`src/serial_defs.svh`:
```
`ifndef SERIAL_DEFS_SVH
`define SERIAL_DEFS_SVH

// Datapath word and register file geometry
`define SERIAL_XLEN   32
`define SERIAL_REG_AW 5

// Serial step counter, one count per bit of the word
`define SERIAL_CNT_W  5

// RV32I major opcodes handled by the unit
`define SERIAL_OPC_OP     7'b0110011
`define SERIAL_OPC_OP_IMM 7'b0010011

`endif

```
`src/serial_pkg.sv`:
```
`include "serial_defs.svh"

package serial_pkg;

   // ALU operation, one per supported instruction group
   typedef enum logic [2:0] {
      ALU_ADD  = 3'd0,
      ALU_SUB  = 3'd1,
      ALU_AND  = 3'd2,
      ALU_OR   = 3'd3,
      ALU_XOR  = 3'd4,
      ALU_SLT  = 3'd5,
      ALU_SLTU = 3'd6
   } alu_op_e;

   // Sequencer states
   typedef enum logic [1:0] {
      ST_IDLE  = 2'd0,
      ST_LOAD  = 2'd1,
      ST_RUN   = 2'd2,
      ST_WRITE = 2'd3
   } seq_state_e;

   // Decoded instruction handed from the decoder to the rest of the unit
   typedef struct packed {
      alu_op_e                   op;
      logic [`SERIAL_REG_AW-1:0] rd;
      logic [`SERIAL_REG_AW-1:0] rs1;
      logic [`SERIAL_REG_AW-1:0] rs2;
      logic [`SERIAL_XLEN-1:0]   imm;
      logic                      use_imm;
   } issue_t;

   // Reported write-back
   typedef struct packed {
      logic [`SERIAL_REG_AW-1:0] rd;
      logic [`SERIAL_XLEN-1:0]   data;
   } result_t;

endpackage

```
`src/serial_alu.sv`:
```
`timescale 1ns/1ps
`include "serial_defs.svh"

module serial_alu (
   input  logic                    i_clk,
   input  logic                    i_load,
   input  logic                    i_step,
   input  logic                    i_first,
   input  serial_pkg::alu_op_e     i_op,
   input  logic [`SERIAL_XLEN-1:0] i_rs1,
   input  logic [`SERIAL_XLEN-1:0] i_op_b,
   output logic [`SERIAL_XLEN-1:0] o_rd
);

   logic [`SERIAL_XLEN-1:0] rs1_q;
   logic [`SERIAL_XLEN-1:0] opb_q;
   logic [`SERIAL_XLEN-1:0] rd_q;
   logic                    carry_q;
   logic                    cmp_q;
   logic                    is_cmp;
   logic                    is_signed;
   logic                    is_sub;
   logic                    a;
   logic                    b;
   logic                    b_eff;
   logic                    c_in;
   logic                    c_out;
   logic                    sum;
   logic                    res_bit;

   assign is_cmp    = (i_op == serial_pkg::ALU_SLT) || (i_op == serial_pkg::ALU_SLTU);
   assign is_signed = i_op == serial_pkg::ALU_SLT;
   assign is_sub    = (i_op == serial_pkg::ALU_SUB) || is_cmp;

   // Current bit of each operand, LSB first
   assign a = rs1_q[0];
   assign b = opb_q[0];

   // Subtract as a + ~b + 1, the +1 coming from the preset carry
   assign b_eff = b ^ is_sub;
   assign c_in  = i_first ? is_sub : carry_q;
   assign sum   = a ^ b_eff ^ c_in;
   assign c_out = (a & b_eff) | (c_in & (a ^ b_eff));

   always_comb begin
      case (i_op)
         serial_pkg::ALU_AND: res_bit = a & b;
         serial_pkg::ALU_OR:  res_bit = a | b;
         serial_pkg::ALU_XOR: res_bit = a ^ b;
         default:             res_bit = sum;
      endcase
   end

   always_ff @(posedge i_clk) begin
      if (i_load) begin
         rs1_q <= i_rs1;
         opb_q <= i_op_b;
      end else if (i_step) begin
         rs1_q   <= rs1_q >> 1;
         opb_q   <= opb_q >> 1;
         rd_q    <= {res_bit, rd_q[`SERIAL_XLEN-1:1]};
         carry_q <= c_out;
         // Borrow out, sign-corrected for SLT; only the last step's value counts
         cmp_q   <= ~c_out ^ (is_signed & (a ^ b));
      end
   end

   assign o_rd = is_cmp ? {{(`SERIAL_XLEN-1){1'b0}}, cmp_q} : rd_q;

endmodule

```
`src/serial_core.sv`:
```
`timescale 1ns/1ps
`include "serial_defs.svh"

module serial_core (
   input  logic                    i_clk,
   input  logic                    i_rst,
   input  logic                    i_instr_valid,
   input  logic [`SERIAL_XLEN-1:0] i_instr,
   output logic                    o_busy,
   output logic                    o_illegal,
   output logic                    o_done,
   output serial_pkg::result_t     o_result
);

   logic                    issue;
   serial_pkg::issue_t      issue_data;
   logic                    load;
   logic                    step;
   logic                    first;
   logic                    write;
   logic [`SERIAL_XLEN-1:0] rs1;
   logic [`SERIAL_XLEN-1:0] op_b;
   logic [`SERIAL_XLEN-1:0] alu_rd;

   serial_decode decode (
      .i_clk         (i_clk),
      .i_rst         (i_rst),
      .i_instr_valid (i_instr_valid),
      .i_instr       (i_instr),
      .i_busy        (o_busy),
      .o_issue       (issue),
      .o_issue_data  (issue_data),
      .o_illegal     (o_illegal)
   );

   serial_state state (
      .i_clk   (i_clk),
      .i_rst   (i_rst),
      .i_issue (issue),
      .o_busy  (o_busy),
      .o_load  (load),
      .o_step  (step),
      .o_first (first),
      .o_write (write)
   );

   serial_alu alu (
      .i_clk   (i_clk),
      .i_load  (load),
      .i_step  (step),
      .i_first (first),
      .i_op    (issue_data.op),
      .i_rs1   (rs1),
      .i_op_b  (op_b),
      .o_rd    (alu_rd)
   );

   serial_regfile regfile (
      .i_clk        (i_clk),
      .i_issue      (issue),
      .i_issue_data (issue_data),
      .i_write      (write),
      .i_rd_data    (alu_rd),
      .o_rs1        (rs1),
      .o_op_b       (op_b),
      .o_done       (o_done),
      .o_result     (o_result)
   );

endmodule

```
`src/serial_decode.sv`:
```
`timescale 1ns/1ps
`include "serial_defs.svh"

module serial_decode (
   input  logic                    i_clk,
   input  logic                    i_rst,
   input  logic                    i_instr_valid,
   input  logic [`SERIAL_XLEN-1:0] i_instr,
   input  logic                    i_busy,
   output logic                    o_issue,
   output serial_pkg::issue_t      o_issue_data,
   output logic                    o_illegal
);

   logic [6:0]          opcode;
   logic [2:0]          funct3;
   logic [6:0]          funct7;
   logic                accept;
   logic                is_op;
   logic                is_imm;
   logic                legal;
   serial_pkg::alu_op_e op;
   serial_pkg::issue_t  dec;

   assign opcode = i_instr[6:0];
   assign funct3 = i_instr[14:12];
   assign funct7 = i_instr[31:25];
   assign is_op  = opcode == `SERIAL_OPC_OP;
   assign is_imm = opcode == `SERIAL_OPC_OP_IMM;

   // Strobes while busy are dropped here and nowhere else
   assign accept = i_instr_valid && !i_busy;

   always_comb begin
      legal = 1'b1;
      op    = serial_pkg::ALU_ADD;
      case (funct3)
         3'b000:  op = (is_op && i_instr[30]) ? serial_pkg::ALU_SUB : serial_pkg::ALU_ADD;
         3'b010:  op = serial_pkg::ALU_SLT;
         3'b011:  op = serial_pkg::ALU_SLTU;
         3'b100:  op = serial_pkg::ALU_XOR;
         3'b110:  op = serial_pkg::ALU_OR;
         3'b111:  op = serial_pkg::ALU_AND;
         // Shifts are not supported
         default: legal = 1'b0;
      endcase
      if (is_op) begin
         // Only SUB may set bit 30
         if (funct7 != 7'b0000000 && !(funct7 == 7'b0100000 && funct3 == 3'b000)) begin
            legal = 1'b0;
         end
      end else if (!is_imm) begin
         legal = 1'b0;
      end
   end

   always_comb begin
      dec.op      = op;
      dec.rd      = i_instr[11:7];
      dec.rs1     = i_instr[19:15];
      dec.rs2     = i_instr[24:20];
      dec.imm     = {{(`SERIAL_XLEN-12){i_instr[31]}}, i_instr[31:20]};
      dec.use_imm = is_imm;
   end

   always_ff @(posedge i_clk) begin
      if (i_rst) begin
         o_issue   <= 1'b0;
         o_illegal <= 1'b0;
      end else begin
         o_issue   <= accept && legal;
         o_illegal <= accept && !legal;
      end
   end

   // Held until the next legal instruction
   always_ff @(posedge i_clk) begin
      if (accept && legal) begin
         o_issue_data <= dec;
      end
   end

endmodule

```
`src/serial_regfile.sv`:
```
`timescale 1ns/1ps
`include "serial_defs.svh"

module serial_regfile (
   input  logic                    i_clk,
   input  logic                    i_issue,
   input  serial_pkg::issue_t      i_issue_data,
   input  logic                    i_write,
   input  logic [`SERIAL_XLEN-1:0] i_rd_data,
   output logic [`SERIAL_XLEN-1:0] o_rs1,
   output logic [`SERIAL_XLEN-1:0] o_op_b,
   output logic                    o_done,
   output serial_pkg::result_t     o_result
);

   localparam int NREGS = 1 << `SERIAL_REG_AW;

   logic [`SERIAL_XLEN-1:0]   regs [0:NREGS-1];
   logic [`SERIAL_REG_AW-1:0] rd_q;
   logic [`SERIAL_XLEN-1:0]   rs2_word;

   // x0 reads as zero whatever the array holds
   assign o_rs1 = (i_issue_data.rs1 == '0) ? '0 : regs[i_issue_data.rs1];
   assign rs2_word = (i_issue_data.rs2 == '0) ? '0 : regs[i_issue_data.rs2];

   assign o_op_b = i_issue_data.use_imm ? i_issue_data.imm : rs2_word;

   always_ff @(posedge i_clk) begin
      if (i_issue) begin
         rd_q <= i_issue_data.rd;
      end
   end

   always_ff @(posedge i_clk) begin
      if (i_write && rd_q != '0) begin
         regs[rd_q] <= i_rd_data;
      end
   end

   // Report every write-back, x0 included
   assign o_done        = i_write;
   assign o_result.rd   = rd_q;
   assign o_result.data = i_rd_data;

   // Once the decoder is out of reset the sequencer's write strobe is defined
   a_write_known : assert property (
      @(posedge i_clk)
      !$isunknown(i_issue) |-> !$isunknown(i_write)
   );

   a_addr_known : assert property (
      @(posedge i_clk)
      i_issue |-> !$isunknown({i_issue_data.rs1, i_issue_data.rs2, i_issue_data.rd})
   );

endmodule

```
`src/serial_state.sv`:
```
`timescale 1ns/1ps
`include "serial_defs.svh"

module serial_state (
   input  logic i_clk,
   input  logic i_rst,
   input  logic i_issue,
   output logic o_busy,
   output logic o_load,
   output logic o_step,
   output logic o_first,
   output logic o_write
);

   serial_pkg::seq_state_e  st_q;
   serial_pkg::seq_state_e  st_cur;
   logic [`SERIAL_CNT_W-1:0] cnt_q;

   // The issue cycle itself is the load cycle
   assign st_cur = (st_q == serial_pkg::ST_IDLE && i_issue) ? serial_pkg::ST_LOAD : st_q;

   always_ff @(posedge i_clk) begin
      if (i_rst) begin
         st_q  <= serial_pkg::ST_IDLE;
         cnt_q <= '0;
      end else begin
         case (st_cur)
            serial_pkg::ST_LOAD: begin
               st_q  <= serial_pkg::ST_RUN;
               cnt_q <= '0;
            end
            serial_pkg::ST_RUN: begin
               cnt_q <= cnt_q + 1'b1;
               if (cnt_q == '1) begin
                  st_q <= serial_pkg::ST_WRITE;
               end
            end
            serial_pkg::ST_WRITE: st_q <= serial_pkg::ST_IDLE;
            default: ;
         endcase
      end
   end

   assign o_busy  = st_cur != serial_pkg::ST_IDLE;
   assign o_load  = st_cur == serial_pkg::ST_LOAD;
   assign o_step  = st_cur == serial_pkg::ST_RUN;
   assign o_first = o_step && cnt_q == '0;
   assign o_write = st_cur == serial_pkg::ST_WRITE;

   // Decoder must hold off while a word is in flight
   a_issue_idle : assert property (
      @(posedge i_clk) disable iff (i_rst)
      i_issue |-> st_q == serial_pkg::ST_IDLE
   );

endmodule

```
`config.mk`:
```
export PLATFORM = sky130hd
export DESIGN_NAME = serial_core
export DESIGN_NICKNAME = d
export VERILOG_FILES = /design/src/serial_pkg.sv /design/src/serial_alu.sv /design/src/serial_core.sv /design/src/serial_decode.sv /design/src/serial_regfile.sv /design/src/serial_state.sv
export VERILOG_INCLUDE_DIRS = /design/src
export SDC_FILE = /design/constraint.sdc
export NUM_CORES = 1
export LEC_CHECK = 0
export ABC_CLOCK_PERIOD_IN_PS = 5500
export BUFFER_PORTS_ARGS = -buffer_cell sky130_fd_sc_hd__buf_2
export CORE_MARGIN = 3
export CORE_UTILIZATION = 51
export CTS_BUF_LIST = sky130_fd_sc_hd__clkbuf_8
export DETAILED_ROUTE_END_ITERATION = 16
export PLACE_DENSITY_LB_ADDON = 0.2
export SLEW_MARGIN = 20
export SYNTH_ARGS = -nofsm -noshare
export SYNTH_HDL_FRONTEND = slang
export SYNTH_SLANG_ARGS = --single-unit
```
`constraint.sdc`:
```
create_clock -name i_clk -period 5.5 [get_ports i_clk]
set_input_delay 0 -clock i_clk [delete_from_list [all_inputs] [get_ports i_clk]]
set_output_delay 0 -clock i_clk [all_outputs]
set_load 0.03 [all_outputs]
```
**Yosys cells after proc, flatten, opt, wreduce, memory -nomap -nowiden**

Memories as Yosys holds them, arrays and structs flattened. A register that Yosys moved wholly into a read port is not among the register bits.
Index checks and enable logic that the tools add are counted.

- Add/sub/neg operators: 1
- Eq/ne operators: 19
- Muxes and demuxes: 24
- Bitwise logic cells: 13
- Reduce and logical (&&, ||, !) cells: 27

Operators with widths:

| cell | count |
|---|---|
| $mux 32 | 8 |
| $eq 3x3->1 const B | 6 |
| $pmux 3 s6 | 1 |
| $logic_not 5->1 | 3 |
| $eq 7x6->1 const B | 2 |
| $eq 3x2->1 const B | 4 |
| $mux 5 | 2 |
| $pmux 5 s2 | 1 |
| $logic_and 1x1->1 | 9 |
| $mux 1 | 8 |
| $eq 7x5->1 const B | 1 |
| $reduce_bool 7->1 | 1 |
| $pmux 2 s3 | 1 |
| $reduce_or 6->1 | 1 |
| $add 5x1->5 const B | 1 |
| $eq 5x5->1 const B | 1 |
| $reduce_bool 5->1 | 1 |
| $xor 1x1->1 | 5 |
| $and 1x1->1 | 4 |
| $eq 2x2->1 const B | 2 |
| $mux 2 | 2 |
| $reduce_and 2->1 | 2 |
| $reduce_bool 2->1 | 2 |
| $eq 3x1->1 const B | 1 |
| other kinds (10) | 15 |

- Register bits: 143
- Memory bits (writable): 1024
- Input port bits: 35
- Output and inout bits: 40
- Logic and storage cells: 101
- Memories: 1

Memories:

| memory | words | width | rd ports | clocked after Yosys merged registers in | wr ports | RTL line | RTL |
|---|---|---|---|---|---|---|---|
| regfile.regs | 32 | 32 | 2 | 2 | 1 | serial_regfile.sv:18 | `` logic [`SERIAL_XLEN-1:0] regs [0:NREGS-1]; `` |

**Depth between registers and ports, before layout**

- Depth after elaboration: 10
- Depth in mapped cells: 9
- Depth with buffers taken out: 9

**Modules after synthesis**

Synthesis repeated with hierarchy kept, for this count alone.

- Cell total of the unflattened synthesis: 2882
- Area total of the unflattened synthesis: 54389.7 um^2

Modules (own cells, without submodules):

| module | times used | cells an instance | area each (um^2) | seq. area each (um^2) |
|---|---|---|---|---|
| serial_regfile | 1 | 2535 | 48704.2 | 30899.6 |
| serial_alu | 1 | 227 | 4115.2 | 2942.8 |
| serial_decode | 1 | 74 | 1173.6 | 820.8 |
| serial_state | 1 | 46 | 396.6 | 140.1 |

**Worst setup path after synthesis**

Ideal clock, no wire load.

- Path type: reg-to-reg
- From: register state.st_q[0]
- To: register alu.opb_q[0] (enable)
- Setup time: 419 ps
- Data arrival time: 2851 ps
- Data required time: 5081 ps
- Setup slack: 2230 ps
- Stages on the path, launching flop included: 5
- Buffers on the path: 0
- Period minus slack after synthesis: 3270 ps
- Path through: dfxtp_1 > nand2b_1 > inv_1 > nor2_1 > inv_1

- Longest elaborated chain between the ends: 5
- Elaborated cells between the ends (all ways): 6

RTL lines:

| element | RTL line | RTL |
|---|---|---|
| start: declaration | serial_state.sv:15 | `serial_pkg::seq_state_e st_q;` |
| start signal: assignment | serial_state.sv:24 | `st_q <= serial_pkg::ST_IDLE;` |
| start signal: assignment | serial_state.sv:29 | `st_q <= serial_pkg::ST_RUN;` |
| start signal: assignment | serial_state.sv:35 | `st_q <= serial_pkg::ST_WRITE;` |
| $logic_not 2->1 | serial_state.sv:20 | `assign st_cur = (st_q == serial_pkg::ST_IDLE && i_issue) ? serial_pkg::ST_LOAD : st_q;` |
| $logic_and 1x1->1 | serial_state.sv:20 |  |
| $mux 2 (*) | serial_state.sv:20 |  |
| $eq 2x2->1 / $eq 2x1->1 (equally long branches) | serial_state.sv:46, serial_state.sv:45 |  |
| $reduce_bool 2->1 (no line) (*) | -- |  |
| end signal: assignment | serial_alu.sv:57 | `opb_q <= i_op_b;` |
| end signal: assignment | serial_alu.sv:60 | `opb_q <= opb_q >> 1;` |
| end: declaration | serial_alu.sv:16 | `` logic [`SERIAL_XLEN-1:0] opb_q; `` |

Mark *: on every way between the ends. The rest lies on a longest branch, timed or not.
A chain may end at the register's enable or synchronous reset.

**Worst setup path in the final report**

- From: register decode.o_issue
- To: register decode.o_issue_data[12] (netlist name)

- Longest elaborated chain between the ends: 6

RTL lines:

| element | RTL line | RTL |
|---|---|---|
| start: declaration | serial_decode.sv:10 | `output logic o_issue,` |
| start signal: assignment | serial_decode.sv:71 | `o_issue <= accept && legal;` |
| $logic_and 1x1->1 | serial_state.sv:20 |  |
| $mux 2 | serial_state.sv:20 |  |
| $reduce_bool 2->1 | serial_state.sv:44 | `assign o_busy = st_cur != serial_pkg::ST_IDLE;` |
| $logic_not 1->1 | serial_decode.sv:32 | `assign accept = i_instr_valid && !i_busy;` |
| $logic_and 1x1->1 | serial_decode.sv:32 |  |
| $logic_and 1x1->1 | serial_decode.sv:78 | `if (accept && legal) begin` |

Every way passes these cells.

==> impl_results.md <==
- Port bufs: 74
- Mux contribution to synthesized area: 0.236
- Most common cell after layout, fill and taps aside: edfxtp_1
- Root Buffer: clkbuf_8
- Seq/Total Area, Yosys: 0.657
- Commonest cells after routing, fill and taps aside: edfxtp_1, mux4_2, clkbuf_8
- Clock buffer depth: 3
- Most frequent cell on the critical path: dlygate4sd3_1
- WP data required: 6010 ps
- Setup crit end: decode.o_issue_data[12]$_DFFE_PP_
- Pre-antenna DRT Iters: 5
- Ranking of synthesized cells by area: edfxtp_1, mux4_2, mux2i_1
- Mapped Cells: ~2,700
- Mean post-synth cell area: a little under 20 µm²
- WP data arrival: between 4000 and 5000 ps
- Final #Nets: 3,021
- Total CTS buffers: ~190
- Share of cells above drive strength 1: 0.346
- Worst setup EP type: register
- Via-to-Cell Ratio: 7.03
- Status: completed
- Critical path class: reg2reg
- Area Overhead vs Synth: 12.6%
- Iter 0 DRT Violations: 4,499
- Overflow after GRT: 0
- Starting Density: 0.518
- Placer Congestion: around 0.86
- Clock sink count: 1,172
- Setup violations, final: 0
- Mean routed wirelength per cell: around 36 µm
- Htree depth: 4
- Worst r2r src: decode.o_issue$_SDFF_PP0_
- Synth Area in Simple Gates: 0.0352
- Worst path max stage delay: ~1000 ps
- Critical Path Start: decode.o_issue$_SDFF_PP0_
- TNS Setup: 0 ps
- Fin crit period: roughly 3800 ps
- Post-Place Worst Slack: 1990 ps
- Final period util: 0.684
- Yosys warns: 0
- Post-synth top flop: edfxtp_1
- Synth Cell Area: around 53,000 µm²
- EDFF count, synth: ~1,200
- Fin worst setup slack: between 1500 and 2000 ps
- Cell chain of the critical path: nor3_1, nand2_1, nor2b_4, dlygate4sd3_1, buf_4, dlygate4sd3_1
- Final hold vios: 0
- First-pass GRT wire length: 233 mm
- CTS tree: yes
- HPWL after DPL: 94.4 mm
- Clk_lat worst skew: between 800 and 900 ps
- Max cap viols: 0
- Antenna violations before repair: 1
- # Post-CTS Setup Buffers: 0
- Worst r2r path cells: 6
- Placeable Area: slightly above 100,000 µm²
- Post-CTS Resized: 0
- ANT nets after route: 0
- RSZ-0062 raised after global routing: false
- Worst-Margin Slew: 1300 ps
- Tot GR Track Use: 0.306
- Yosys top cell area share: 0.650
- Largest net degree at the start of global routing: 97
- Clk_skew: around 53 ps
- # DRC: 0
- Clock transition at path regs: about 60 ps
- Chip height: 329 µm
- Chip Width: ~330 µm
- IO Pins: 75
- Number of global-route vias before repair: about 32,000
- Die footprint: around 110,000 µm²
- Crit path launch type: register
- Post-Synth Adder-Cell Area: 0.00155
- Final Routed Wirelength: ~160 mm
- Fill cell total of the finished layout: 7,557
- Total number of vias: approximately 32,000
- Reg2reg end: decode.o_issue_data[12]$_DFFE_PP_
- Fmax: ~270 MHz
- LEAKAGE: 19.3 nW
- Synth Register Bits: about 1,200
- Power Total: roughly 17 mW
- Number of hold buffers added after cts: 63
- Max-slew violation count: 0
- CP max FO: 13
- Hold slack final: ~120 ps
- Yosys cell types: 59
- Cell Rows: between 100 and 150
- FFs w/ async S/R, synth: 0
- Xor/xnor share of the synthesized area: 0.000329
- Slowest cell on crit path: dlygate4sd3_1
- Synth area leader: edfxtp_1
- Relative slew slack: 0.112
- Reg2reg setup slack: 1740 ps
- Min-delay worst type: in2reg
- Main combinational cell family by area after synthesis: multiplexers
- Pwr dens: between 200 and 300 nW/µm²
- Synth Area in Compound Gates: 0.0495
- Worst vdd ir: between 200 and 250 µV
## worst min path at each step
stage | endpoint | slack [ps] | from | cells after the start
after floorplan | decode.o_issue_data[10]$_DFFE_PP_ | 100 | i_instr[29] | 0
after global placement | decode.o_issue_data[47]$_DFFE_PP_ | 180 | i_instr[11] | 1
after detailed placement | decode.o_issue_data[47]$_DFFE_PP_ | 180 | i_instr[11] | 1
after CTS | decode.o_issue_data[40]$_DFFE_PP_ | 20 | i_instr[17] | 2
after global routing | decode.o_issue_data[40]$_DFFE_PP_ | 90 | i_instr[17] | 2
final | decode.o_issue_data[50]$_DFFE_PP_ | 120 | i_instr[14] | 3
## Yosys cell counts (all sizes together) (35+ instances only)
master      n
edfxtp   1153
mux4      501
buf       127
nand2     123
nor2      118
clkbuf     79
mux2i      71
o22ai      58
mux2       51
nor2b      46
a2111oi    35
## per-layer routing
layer,vias to the layer above,global-route usage,wire [µm]
met4,0,0.129,7040
met3,389,0.0908,20300
li1,12249,-,-
met1,16775,0.431,61800
met5,-,0,0
met2,2285,0.451,74500
## registers in the layout (all words and copies together), names as in the netlist, 2 cells and up, named ones only
register             count
alu.opb_q               32
alu.rd_q                32
alu.rs1_q               32
decode.o_issue_data     26
regfile.rd_q             5
regfile.regs          1024
state.cnt_q              5
state.st_q               2
## cell type report
type,instances,area (µm²),area share
Multi-Input combinational cell,1370,17600,0.294
Sequential cell,1172,35000,0.584
Tap cell,1368,1710,0.0285
Inverter,12,46.3,0.000772
Timing Repair Buffer,233,1950,0.0325
Clock inverter,151,882,0.0147
Antenna cell,2,5.00,0.0000835
Clock buffer,198,2730,0.0454
## through the flow
stage | instance area [µm²] | std cells | util
floorplan | 53400 | 2760 | -
global placement | 55600 | 4087 | 0.541
detailed placement | 55700 | 4091 | 0.542
CTS | 59900 | 4503 | 0.583
global route | 60000 | 4505 | 0.584
finish | 60000 | 4506 | 0.584
## cells by family after synthesis
logic type	count (synthesis)
other	1
AO/OA/AOI/OAI	312
buffers and inverters	218
adder cells (fa/ha/maj)	6
XOR/XNOR	2
AND/OR/NAND/NOR	395
flip-flops	1172
multiplexers	623
## critical path, delay by kind of cell (launching register included)
| family | cells | cell delay, ps |
|---|---|---|
| buffers and inverters | 3 | 1820 |
| flip-flops | 1 | 450 |
| AND/OR/NAND/NOR | 3 | 1130 |
## where the power goes
| part | leakage, nW | total, mW | switching (mW) | internal [mW] |
|---|---|---|---|---|
| clock | 2.10 | 7.25 | 3.56 | 3.69 |
| combinational | 6.56 | 0.179 | 0.0886 | 0.0901 |
| sequential | 10.6 | 9.69 | 0.0118 | 9.68 |
(Power assumes the default switching activity.)
